[src/source/tsp_cfg.svh]
`ifndef TSP_CFG_SVH
`define TSP_CFG_SVH

// Tour size
`define CITY_NUM 8
`define CITY_LOG 3

// Replica array size
`define REPLICA_NUM 4

// Distance entry, unsigned
`define DIST_W 10

// Signed tour length change
`define DELTA_W 14

`endif

[src/source/replica_pkg.sv]
`include "tsp_cfg.svh"

package replica_pkg;

    typedef logic [`CITY_LOG-1:0] city_t;

    // Element p holds the city at tour position p
    typedef city_t [`CITY_NUM-1:0] tour_t;

    typedef enum logic [1:0] {
        OPT_NOP = 2'd0,
        OPT_TWO = 2'd1,
        OPT_OR  = 2'd2
    } opt_op_t;

    typedef struct packed {
        opt_op_t              op;
        logic [`CITY_LOG-1:0] k;  // Tour positions, not city ids
        logic [`CITY_LOG-1:0] l;
    } opt_t;

    // Edges around positions k and l of the current tour
    typedef enum logic [2:0] {
        KM, KN, KP, LN, XA, XB, LK, KL
    } edge_sel_t;

    typedef enum logic [1:0] {
        D_ZERO = 2'd0,
        D_PLS  = 2'd1,
        D_MNS  = 2'd2,
        D_NOP  = 2'd3
    } dist_op_t;

    typedef struct packed {
        edge_sel_t sel;
        dist_op_t  op;
    } distance_command_t;

    typedef enum logic [1:0] {
        X_HOLD      = 2'd0,
        X_TAKE_PREV = 2'd1,
        X_TAKE_FOLW = 2'd2
    } xchg_dir_t;

    typedef logic signed [`DELTA_W-1:0] delta_t;

endpackage

[src/source/distance_ram.sv]
`timescale 1ns/1ps
`include "tsp_cfg.svh"

module distance_ram (
    input  logic                       clk,
    input  logic                       reset,
    input  logic                       we,
    input  logic [2*`CITY_LOG-1:0]     w_addr,
    input  logic [`DIST_W-1:0]         w_data,
    input  replica_pkg::city_t         r_a,
    input  replica_pkg::city_t         r_b,
    output logic [`DIST_W-1:0]         r_data
);

    logic [`DIST_W-1:0] mem [0:`CITY_NUM*`CITY_NUM-1];

    // Entry for pair a,b lives at a*8+b
    logic [2*`CITY_LOG-1:0] r_addr;

    assign r_addr = {r_a, r_b};

    always_ff @(posedge clk) begin
        if (we) begin
            mem[w_addr] <= w_data;
        end
    end

    // One cycle read latency
    always_ff @(posedge clk) begin
        if (reset) begin
            r_data <= '0;
        end else begin
            r_data <= mem[r_addr];
        end
    end

endmodule

[src/source/delta_sequencer.sv]
`timescale 1ns/1ps

module delta_sequencer (
    input  logic                           clk,
    input  logic                           reset,
    input  logic                           start,
    input  replica_pkg::opt_op_t           op,
    output replica_pkg::distance_command_t cmd,
    output logic                           done
);

    import replica_pkg::*;

    localparam logic [2:0] LAST_STEP = 3'd6;

    logic       busy;
    logic [2:0] step;

    always_ff @(posedge clk) begin
        if (reset) begin
            busy <= 1'b0;
            step <= '0;
            done <= 1'b0;
        end else begin
            done <= busy && (step == LAST_STEP);
            if (start) begin
                busy <= 1'b1;
                step <= '0;
            end else if (busy) begin
                if (step == LAST_STEP) begin
                    busy <= 1'b0;
                end
                step <= step + 3'd1;
            end
        end
    end

    // Edge list per opcode, clear first
    always_comb begin
        cmd = '{sel: KN, op: D_NOP};
        if (busy) begin
            if (step == 3'd0) begin
                cmd = '{sel: KN, op: D_ZERO};
            end else if (op == OPT_TWO) begin
                case (step)
                    3'd1:    cmd = '{sel: KM, op: D_MNS};
                    3'd2:    cmd = '{sel: LN, op: D_MNS};
                    3'd3:    cmd = '{sel: XA, op: D_PLS};
                    3'd4:    cmd = '{sel: XB, op: D_PLS};
                    default: cmd = '{sel: KN, op: D_NOP};  // Padding
                endcase
            end else if (op == OPT_OR) begin
                case (step)
                    3'd1:    cmd = '{sel: KM, op: D_MNS};
                    3'd2:    cmd = '{sel: KN, op: D_MNS};
                    3'd3:    cmd = '{sel: LN, op: D_MNS};
                    3'd4:    cmd = '{sel: KP, op: D_PLS};
                    3'd5:    cmd = '{sel: LK, op: D_PLS};
                    3'd6:    cmd = '{sel: KL, op: D_PLS};
                    default: cmd = '{sel: KN, op: D_NOP};
                endcase
            end
        end
    end

endmodule

[src/source/replica.sv]
`timescale 1ns/1ps
`include "tsp_cfg.svh"

module replica (
    input  logic                    clk,
    input  logic                    reset,
    input  logic                    distance_write,
    input  logic [2*`CITY_LOG-1:0]  distance_w_addr,
    input  logic [`DIST_W-1:0]      distance_w_data,
    input  replica_pkg::opt_t       opt,
    input  logic                    start,
    input  replica_pkg::xchg_dir_t  xchg,
    input  logic                    shift_en,
    input  replica_pkg::tour_t      prev_tour,
    input  replica_pkg::tour_t      folw_tour,
    output replica_pkg::tour_t      tour,
    output replica_pkg::delta_t     delta,
    output logic                    delta_valid
);

    import replica_pkg::*;

    opt_t                 opt_l;
    distance_command_t    cmd;
    logic                 seq_done;
    logic                 done_d1;
    logic [`CITY_LOG-1:0] k_prev;
    logic [`CITY_LOG-1:0] k_next;
    logic [`CITY_LOG-1:0] l_next;
    city_t                r_a;
    city_t                r_b;
    logic [`DIST_W-1:0]   r_data;
    dist_op_t             op_d1;
    delta_t               acc;

    // Shift has priority, host never overlaps it with an exchange
    always_ff @(posedge clk) begin
        if (reset) begin
            tour <= '0;
        end else if (shift_en) begin
            tour <= prev_tour;
        end else begin
            case (xchg)
                X_TAKE_PREV: tour <= prev_tour;
                X_TAKE_FOLW: tour <= folw_tour;
                default:     tour <= tour;
            endcase
        end
    end

    always_ff @(posedge clk) begin
        if (reset) begin
            opt_l <= '{op: OPT_NOP, k: '0, l: '0};
        end else if (start) begin
            opt_l <= opt;
        end
    end

    delta_sequencer u_seq (
        .clk   ( clk      ),
        .reset ( reset    ),
        .start ( start    ),
        .op    ( opt_l.op ),
        .cmd   ( cmd      ),
        .done  ( seq_done )
    );

    // Neighbour positions wrap mod 8
    assign k_prev = opt_l.k - 1'b1;
    assign k_next = opt_l.k + 1'b1;
    assign l_next = opt_l.l + 1'b1;

    always_comb begin
        case (cmd.sel)
            KM: begin
                r_a = tour[k_prev];
                r_b = tour[opt_l.k];
            end
            KN: begin
                r_a = tour[opt_l.k];
                r_b = tour[k_next];
            end
            KP: begin
                r_a = tour[k_prev];
                r_b = tour[k_next];
            end
            LN: begin
                r_a = tour[opt_l.l];
                r_b = tour[l_next];
            end
            XA: begin
                r_a = tour[k_prev];
                r_b = tour[opt_l.l];
            end
            LK: begin
                r_a = tour[opt_l.l];
                r_b = tour[opt_l.k];
            end
            default: begin  // XB and KL are the same edge
                r_a = tour[opt_l.k];
                r_b = tour[l_next];
            end
        endcase
    end

    distance_ram u_ram (
        .clk    ( clk             ),
        .reset  ( reset           ),
        .we     ( distance_write  ),
        .w_addr ( distance_w_addr ),
        .w_data ( distance_w_data ),
        .r_a    ( r_a             ),
        .r_b    ( r_b             ),
        .r_data ( r_data          )
    );

    // Op travels alongside the RAM read
    always_ff @(posedge clk) begin
        if (reset) begin
            op_d1   <= D_NOP;
            done_d1 <= 1'b0;
        end else begin
            op_d1   <= cmd.op;
            done_d1 <= seq_done;
        end
    end

    always_ff @(posedge clk) begin
        if (reset) begin
            acc <= '0;
        end else begin
            case (op_d1)
                D_ZERO:  acc <= '0;
                D_PLS:   acc <= acc + delta_t'(r_data);
                D_MNS:   acc <= acc - delta_t'(r_data);
                default: acc <= acc;
            endcase
        end
    end

    // Last edge lands in acc as done_d1 rises
    always_ff @(posedge clk) begin
        if (reset) begin
            delta       <= '0;
            delta_valid <= 1'b0;
        end else begin
            delta_valid <= done_d1;
            if (done_d1) begin
                delta <= acc;
            end
        end
    end

endmodule

[src/source/replica_top.sv]
`timescale 1ns/1ps
`include "tsp_cfg.svh"

module replica_top (
    input  logic                                    clk,
    input  logic                                    reset,
    input  logic                                    distance_write,
    input  logic [2*`CITY_LOG-1:0]                  distance_w_addr,
    input  logic [`DIST_W-1:0]                      distance_w_data,
    input  logic                                    set_opt,
    input  replica_pkg::opt_t                       opt_in,
    input  logic                                    run_eval,
    input  logic                                    xchg_valid,
    input  logic [`REPLICA_NUM-2:0]                 xchg_mask,
    input  logic                                    tour_in_valid,
    input  replica_pkg::tour_t                      tour_in,
    output logic                                    tour_out_valid,
    output replica_pkg::tour_t                      tour_out,
    output logic                                    delta_valid,
    output replica_pkg::delta_t [`REPLICA_NUM-1:0]  delta_out
);

    import replica_pkg::*;

    localparam int IDX_W = $clog2(`REPLICA_NUM);

    opt_t [`REPLICA_NUM-1:0]  opt_bank;
    logic [IDX_W-1:0]         opt_idx;
    xchg_dir_t                xchg_dir [`REPLICA_NUM];
    logic                     shift_en;
    tour_t                    tour_in_d1;
    logic [`REPLICA_NUM-1:0]  replica_valid;

    // link[g+1] is replica g, ends are the input stage and zero
    tour_t link [`REPLICA_NUM+2];

    always_ff @(posedge clk) begin
        if (reset) begin
            for (int i = 0; i < `REPLICA_NUM; i++) begin
                opt_bank[i] <= '{op: OPT_NOP, k: '0, l: '0};
            end
            opt_idx <= '0;
        end else if (run_eval) begin
            opt_idx <= '0;  // Bank contents stay for the next run
        end else if (set_opt) begin
            opt_bank[opt_idx] <= opt_in;
            opt_idx           <= opt_idx + 1'b1;
        end
    end

    // One-cycle exchange pulse per replica
    always_ff @(posedge clk) begin
        if (reset) begin
            for (int i = 0; i < `REPLICA_NUM; i++) begin
                xchg_dir[i] <= X_HOLD;
            end
        end else begin
            for (int i = 0; i < `REPLICA_NUM; i++) begin
                xchg_dir[i] <= X_HOLD;
            end
            if (xchg_valid) begin
                for (int i = 0; i < `REPLICA_NUM-1; i++) begin
                    if (xchg_mask[i]) begin
                        xchg_dir[i]   <= X_TAKE_FOLW;
                        xchg_dir[i+1] <= X_TAKE_PREV;
                    end
                end
            end
        end
    end

    always_ff @(posedge clk) begin
        if (reset) begin
            shift_en <= 1'b0;
        end else begin
            shift_en <= tour_in_valid;
        end
    end

    always_ff @(posedge clk) begin
        tour_in_d1 <= tour_in;
    end

    assign link[0]              = tour_in_d1;
    assign link[`REPLICA_NUM+1] = '0;

    // Last replica's tour leaves while the chain shifts
    assign tour_out_valid = shift_en;
    assign tour_out       = link[`REPLICA_NUM];

    for (genvar g = 0; g < `REPLICA_NUM; g++) begin : g_replica
        replica u_replica (
            .clk             ( clk              ),
            .reset           ( reset            ),
            .distance_write  ( distance_write   ),
            .distance_w_addr ( distance_w_addr  ),
            .distance_w_data ( distance_w_data  ),
            .opt             ( opt_bank[g]      ),
            .start           ( run_eval         ),
            .xchg            ( xchg_dir[g]      ),
            .shift_en        ( shift_en         ),
            .prev_tour       ( link[g]          ),
            .folw_tour       ( link[g+2]        ),
            .tour            ( link[g+1]        ),
            .delta           ( delta_out[g]     ),
            .delta_valid     ( replica_valid[g] )
        );
    end

    assign delta_valid = replica_valid[0];  // All replicas finish together

endmodule

[config.mk]
export PLATFORM = sky130hd
export DESIGN_NAME = replica_top
export DESIGN_NICKNAME = d
export VERILOG_FILES = /design/src/source/replica_pkg.sv /design/src/source/distance_ram.sv /design/src/source/delta_sequencer.sv /design/src/source/replica.sv /design/src/source/replica_top.sv
export VERILOG_INCLUDE_DIRS = /design/src /design/src/source
export SDC_FILE = /design/constraint.sdc
export NUM_CORES = 2
export LEC_CHECK = 0
export BUFFER_PORTS_ARGS = -buffer_cell sky130_fd_sc_hd__buf_2
export CAP_MARGIN = 15
export CORE_ASPECT_RATIO = 0.6
export CORE_MARGIN = 2
export CORE_UTILIZATION = 39
export DETAILED_ROUTE_END_ITERATION = 16
export HOLD_SLACK_MARGIN = 0.02
export PLACE_DENSITY = 0.59
export SLEW_MARGIN = 10
export SYNTH_ARGS = -nofsm -noshare
export SYNTH_HDL_FRONTEND = slang
export SYNTH_HIERARCHICAL = 1
export SYNTH_SLANG_ARGS = --single-unit
export TNS_END_PERCENT = 50
[constraint.sdc]
create_clock -name clk -period 4.7 [get_ports clk]
set_clock_uncertainty 0.2 [all_clocks]
set_input_delay 0.235 -clock clk [delete_from_list [all_inputs] [get_ports clk]]
set_output_delay 0.235 -clock clk [all_outputs]
set_load 0.005 [all_outputs]
==> impl_metrics.env <==
export IMPL_tightestPinTransition_ps=4657
export IMPL_violations="max-slew violations"
export IMPL_cts_tree="built"
export IMPL_status="finished, violations left"
export IMPL_clkTransAtPathRegs_ps=60
export IMPL_reg2reg_depth=18
export IMPL_stdcell_area_mm2=0.1430
export IMPL_layoutNonFillerInstCount=12130
export IMPL_regToRegStartpoint="g_replica[2].u_replica/u_seq/step[0]"
export IMPL_vias=70290
export IMPL_grt_ovfl_total=0
export IMPL_initial_core_util=0.3926
export IMPL_hold_violations=0
export IMPL_hp_class="in2reg"
export IMPL_min_period_over_period=0.9566
export IMPL_fp_dieH_um=439.0
export IMPL_p_leak_nw=46.75
export IMPL_r2r_setup_slack_ps=200
export IMPL_critical_path_class="reg2reg"
export IMPL_synth_cells=6967
export IMPL_wl_um=341700
export IMPL_drtPass1Iterations=6
export IMPL_drtIter0Drc=9042
export IMPL_grt_pass1_vias=67910
export IMPL_p_per_area_mw_per_mm2=420.3
export IMPL_syn_to_final_growth_pct=16.22
export IMPL_critPathLaunch="g_replica[2].u_replica/u_seq/step[0]"
export IMPL_slew_headroom=-2.112
export IMPL_rows=159
export IMPL_cts_made_buffers=288
export IMPL_report_final_slew_viol_count=25
export IMPL_fmax_ghz=0.2224
export IMPL_ir_worst_vdd_mv=0.2799
export IMPL_maxCapViolCount=0
export IMPL_cts_sinks=2938
export IMPL_wl_per_cell_um=28.18
export IMPL_place_gp_congestion=0.8822
export IMPL_grt_pass1_wl_um=493500
export IMPL_antenna_left=0
export IMPL_arrival_ps=5080
export IMPL_die_x_um=729.1
export IMPL_yosysWarnings=6
export IMPL_start_kind="flop"
export IMPL_setup_viol=0
export IMPL_io_pins=140
export IMPL_cp_endpoint="g_replica[2].u_replica/u_ram/r_data[9]"
export IMPL_power_mw=60.09
export IMPL_placed_area_mm2=0.1323
export IMPL_netlist_area_mm2=0.1230
export IMPL_clock_path_buffers=4
export IMPL_crit_fanout=27
export IMPL_cts_root_buf="clkbuf_16"
export IMPL_dp_hpwl_um=225300
export IMPL_clkLatencyLatePin_ps=890
export IMPL_htreeDepth=5
export IMPL_grt_antenna_before_repair=17
export IMPL_rr_endpoint="g_replica[2].u_replica/u_ram/r_data[9]"
export IMPL_crit_path_end_kind="flop"
export IMPL_drive_above_1_share=0.2509
export IMPL_dieArea_mm2=0.3201
export IMPL_whs_ps=103.8
export IMPL_track_usage=0.2095
export IMPL_grt_setup_unrepaired="yes"
export IMPL_core_mm2=0.3133
export IMPL_place_inst=11500
export IMPL_drcViolationCount=0
export IMPL_hp_start="xchg_mask[2]"
export IMPL_vias_per_cell=5.797
export IMPL_critical_path_required_ps=5280
export IMPL_finalNetCount=7877
export IMPL_grt_max_degree=134
export IMPL_port_buffers=139
export IMPL_fin_crit_ps=4496
export IMPL_avgSynthCellArea_um2=17.66
## metal layers
| metal | routed length [um] | vias up | global-route usage |
|---|---|---|---|
| li1 | - | 29630 | - |
| met1 | 155000 | 36870 | 0.3264 |
| met2 | 147200 | 3371 | 0.3033 |
| met3 | 33160 | 419 | 0.04423 |
| met4 | 6337 | 4 | 0.03984 |
| met5 | 23 | - | 0 |
## layout by cell type, fill, tap and decap left out, drive strengths merged, types with 43 or more instances in the layout
master,count
nor2b,74
xnor2,62
buf,741
mux2i,445
nand2,229
nor3,80
a221oi,43
mux2,65
dfxtp,376
a22oi,96
mux4,720
ha,100
a211oi,125
nand2b,75
edfxtp,2562
inv,89
nand3,96
a21oi,147
dlygate4sd3,83
nor2,584
o21ai,105
clkinv,85
clkbuf,381
## flip-flops by register name, indices dropped and copies added, names as in the netlist
register	count
g_replica.u_replica/acc	56
g_replica.u_replica/delta	56
g_replica.u_replica/delta_valid	1
g_replica.u_replica/done_d1	4
g_replica.u_replica/op_d1	8
g_replica.u_replica/opt_l	32
g_replica.u_replica/tour	96
g_replica.u_replica/u_ram/mem	2560
g_replica.u_replica/u_ram/r_data	40
g_replica.u_replica/u_seq/busy	4
g_replica.u_replica/u_seq/done	4
g_replica.u_replica/u_seq/step	12
link	24
opt_bank	32
opt_idx	2
tour_out_valid	1
xchg_dir	6
## area by class of cell
cell class              count  area (um2)
clock inverters           141        1592
clock buffers             369        7854
diodes                      4       10.01
fillers                 26600      170400
flip-flops and latches   2938       84460
multi-input cells        3573       36250
repair buffers            836        7276
inverters                  78       292.8
well taps                4186        5238
## power breakdown
group	internal (mW)	switching [mW]	total (mW)
sequential	28.7	0.534	29.2
combinational	3.12	4.11	7.23
clock	13.6	10.0	23.6
## critical path, stage by stage (launching register included)
cell       delay (ps)
dfxtp_1           420
inv_1              90
ha_1              290
or2_1             320
a32oi_1           210
nor2_1             70
buf_4             190
a211oi_1          250
a21oi_1           110
o21ai_4           230
buf_12            160
buf_16            220
buf_16            240
mux4_2            540
nand2_1           110
nand4_1           300
o2111ai_2         210
o21ai_1           100
buf_4             130
## through the flow
| step | TNS, ps | utilization | setup WS (ps) |
|---|---|---|---|
| 6_report | 0 | 0.4563 | 204.2 |
| 5_1_grt | -10.47 | 0.4563 | -6.057 |
| 4_1_cts | 0 | 0.4550 | 7.386 |
| 3_5_place_dp | -34.15 | 0.4222 | -34.15 |
| 3_3_place_gp | -120.7 | 0.4222 | -64.59 |
| 2_1_floorplan | 0 | - | 909.6 |
## timing repair
action / in CTS / in global routing
gates resized for setup: 0 / 23
cloned: 0 / 2
endpoints found under the setup margin: 1 / 22
setup buffers: 2 / 15
endpoints found under the hold margin: 1065 / 0
hold buffers: 83 / 0
pin swaps: 1 / 5
## worst min-delay path by stage
| stage | end | slack (ps) | depth (start not counted) |
|---|---|---|---|
| finish | xchg_dir[2][1] | 100 | 3 |
| global route | xchg_dir[2][1] | 70 | 3 |
| CTS | xchg_dir[2][1] | 40 | 3 |
| detailed placement | link[138] | 140 | 1 |
| global placement | link[127] | 140 | 1 |
| floorplan | link[120] | 60 | 0 |
Note: power is estimated with default switching activity, not from simulation.
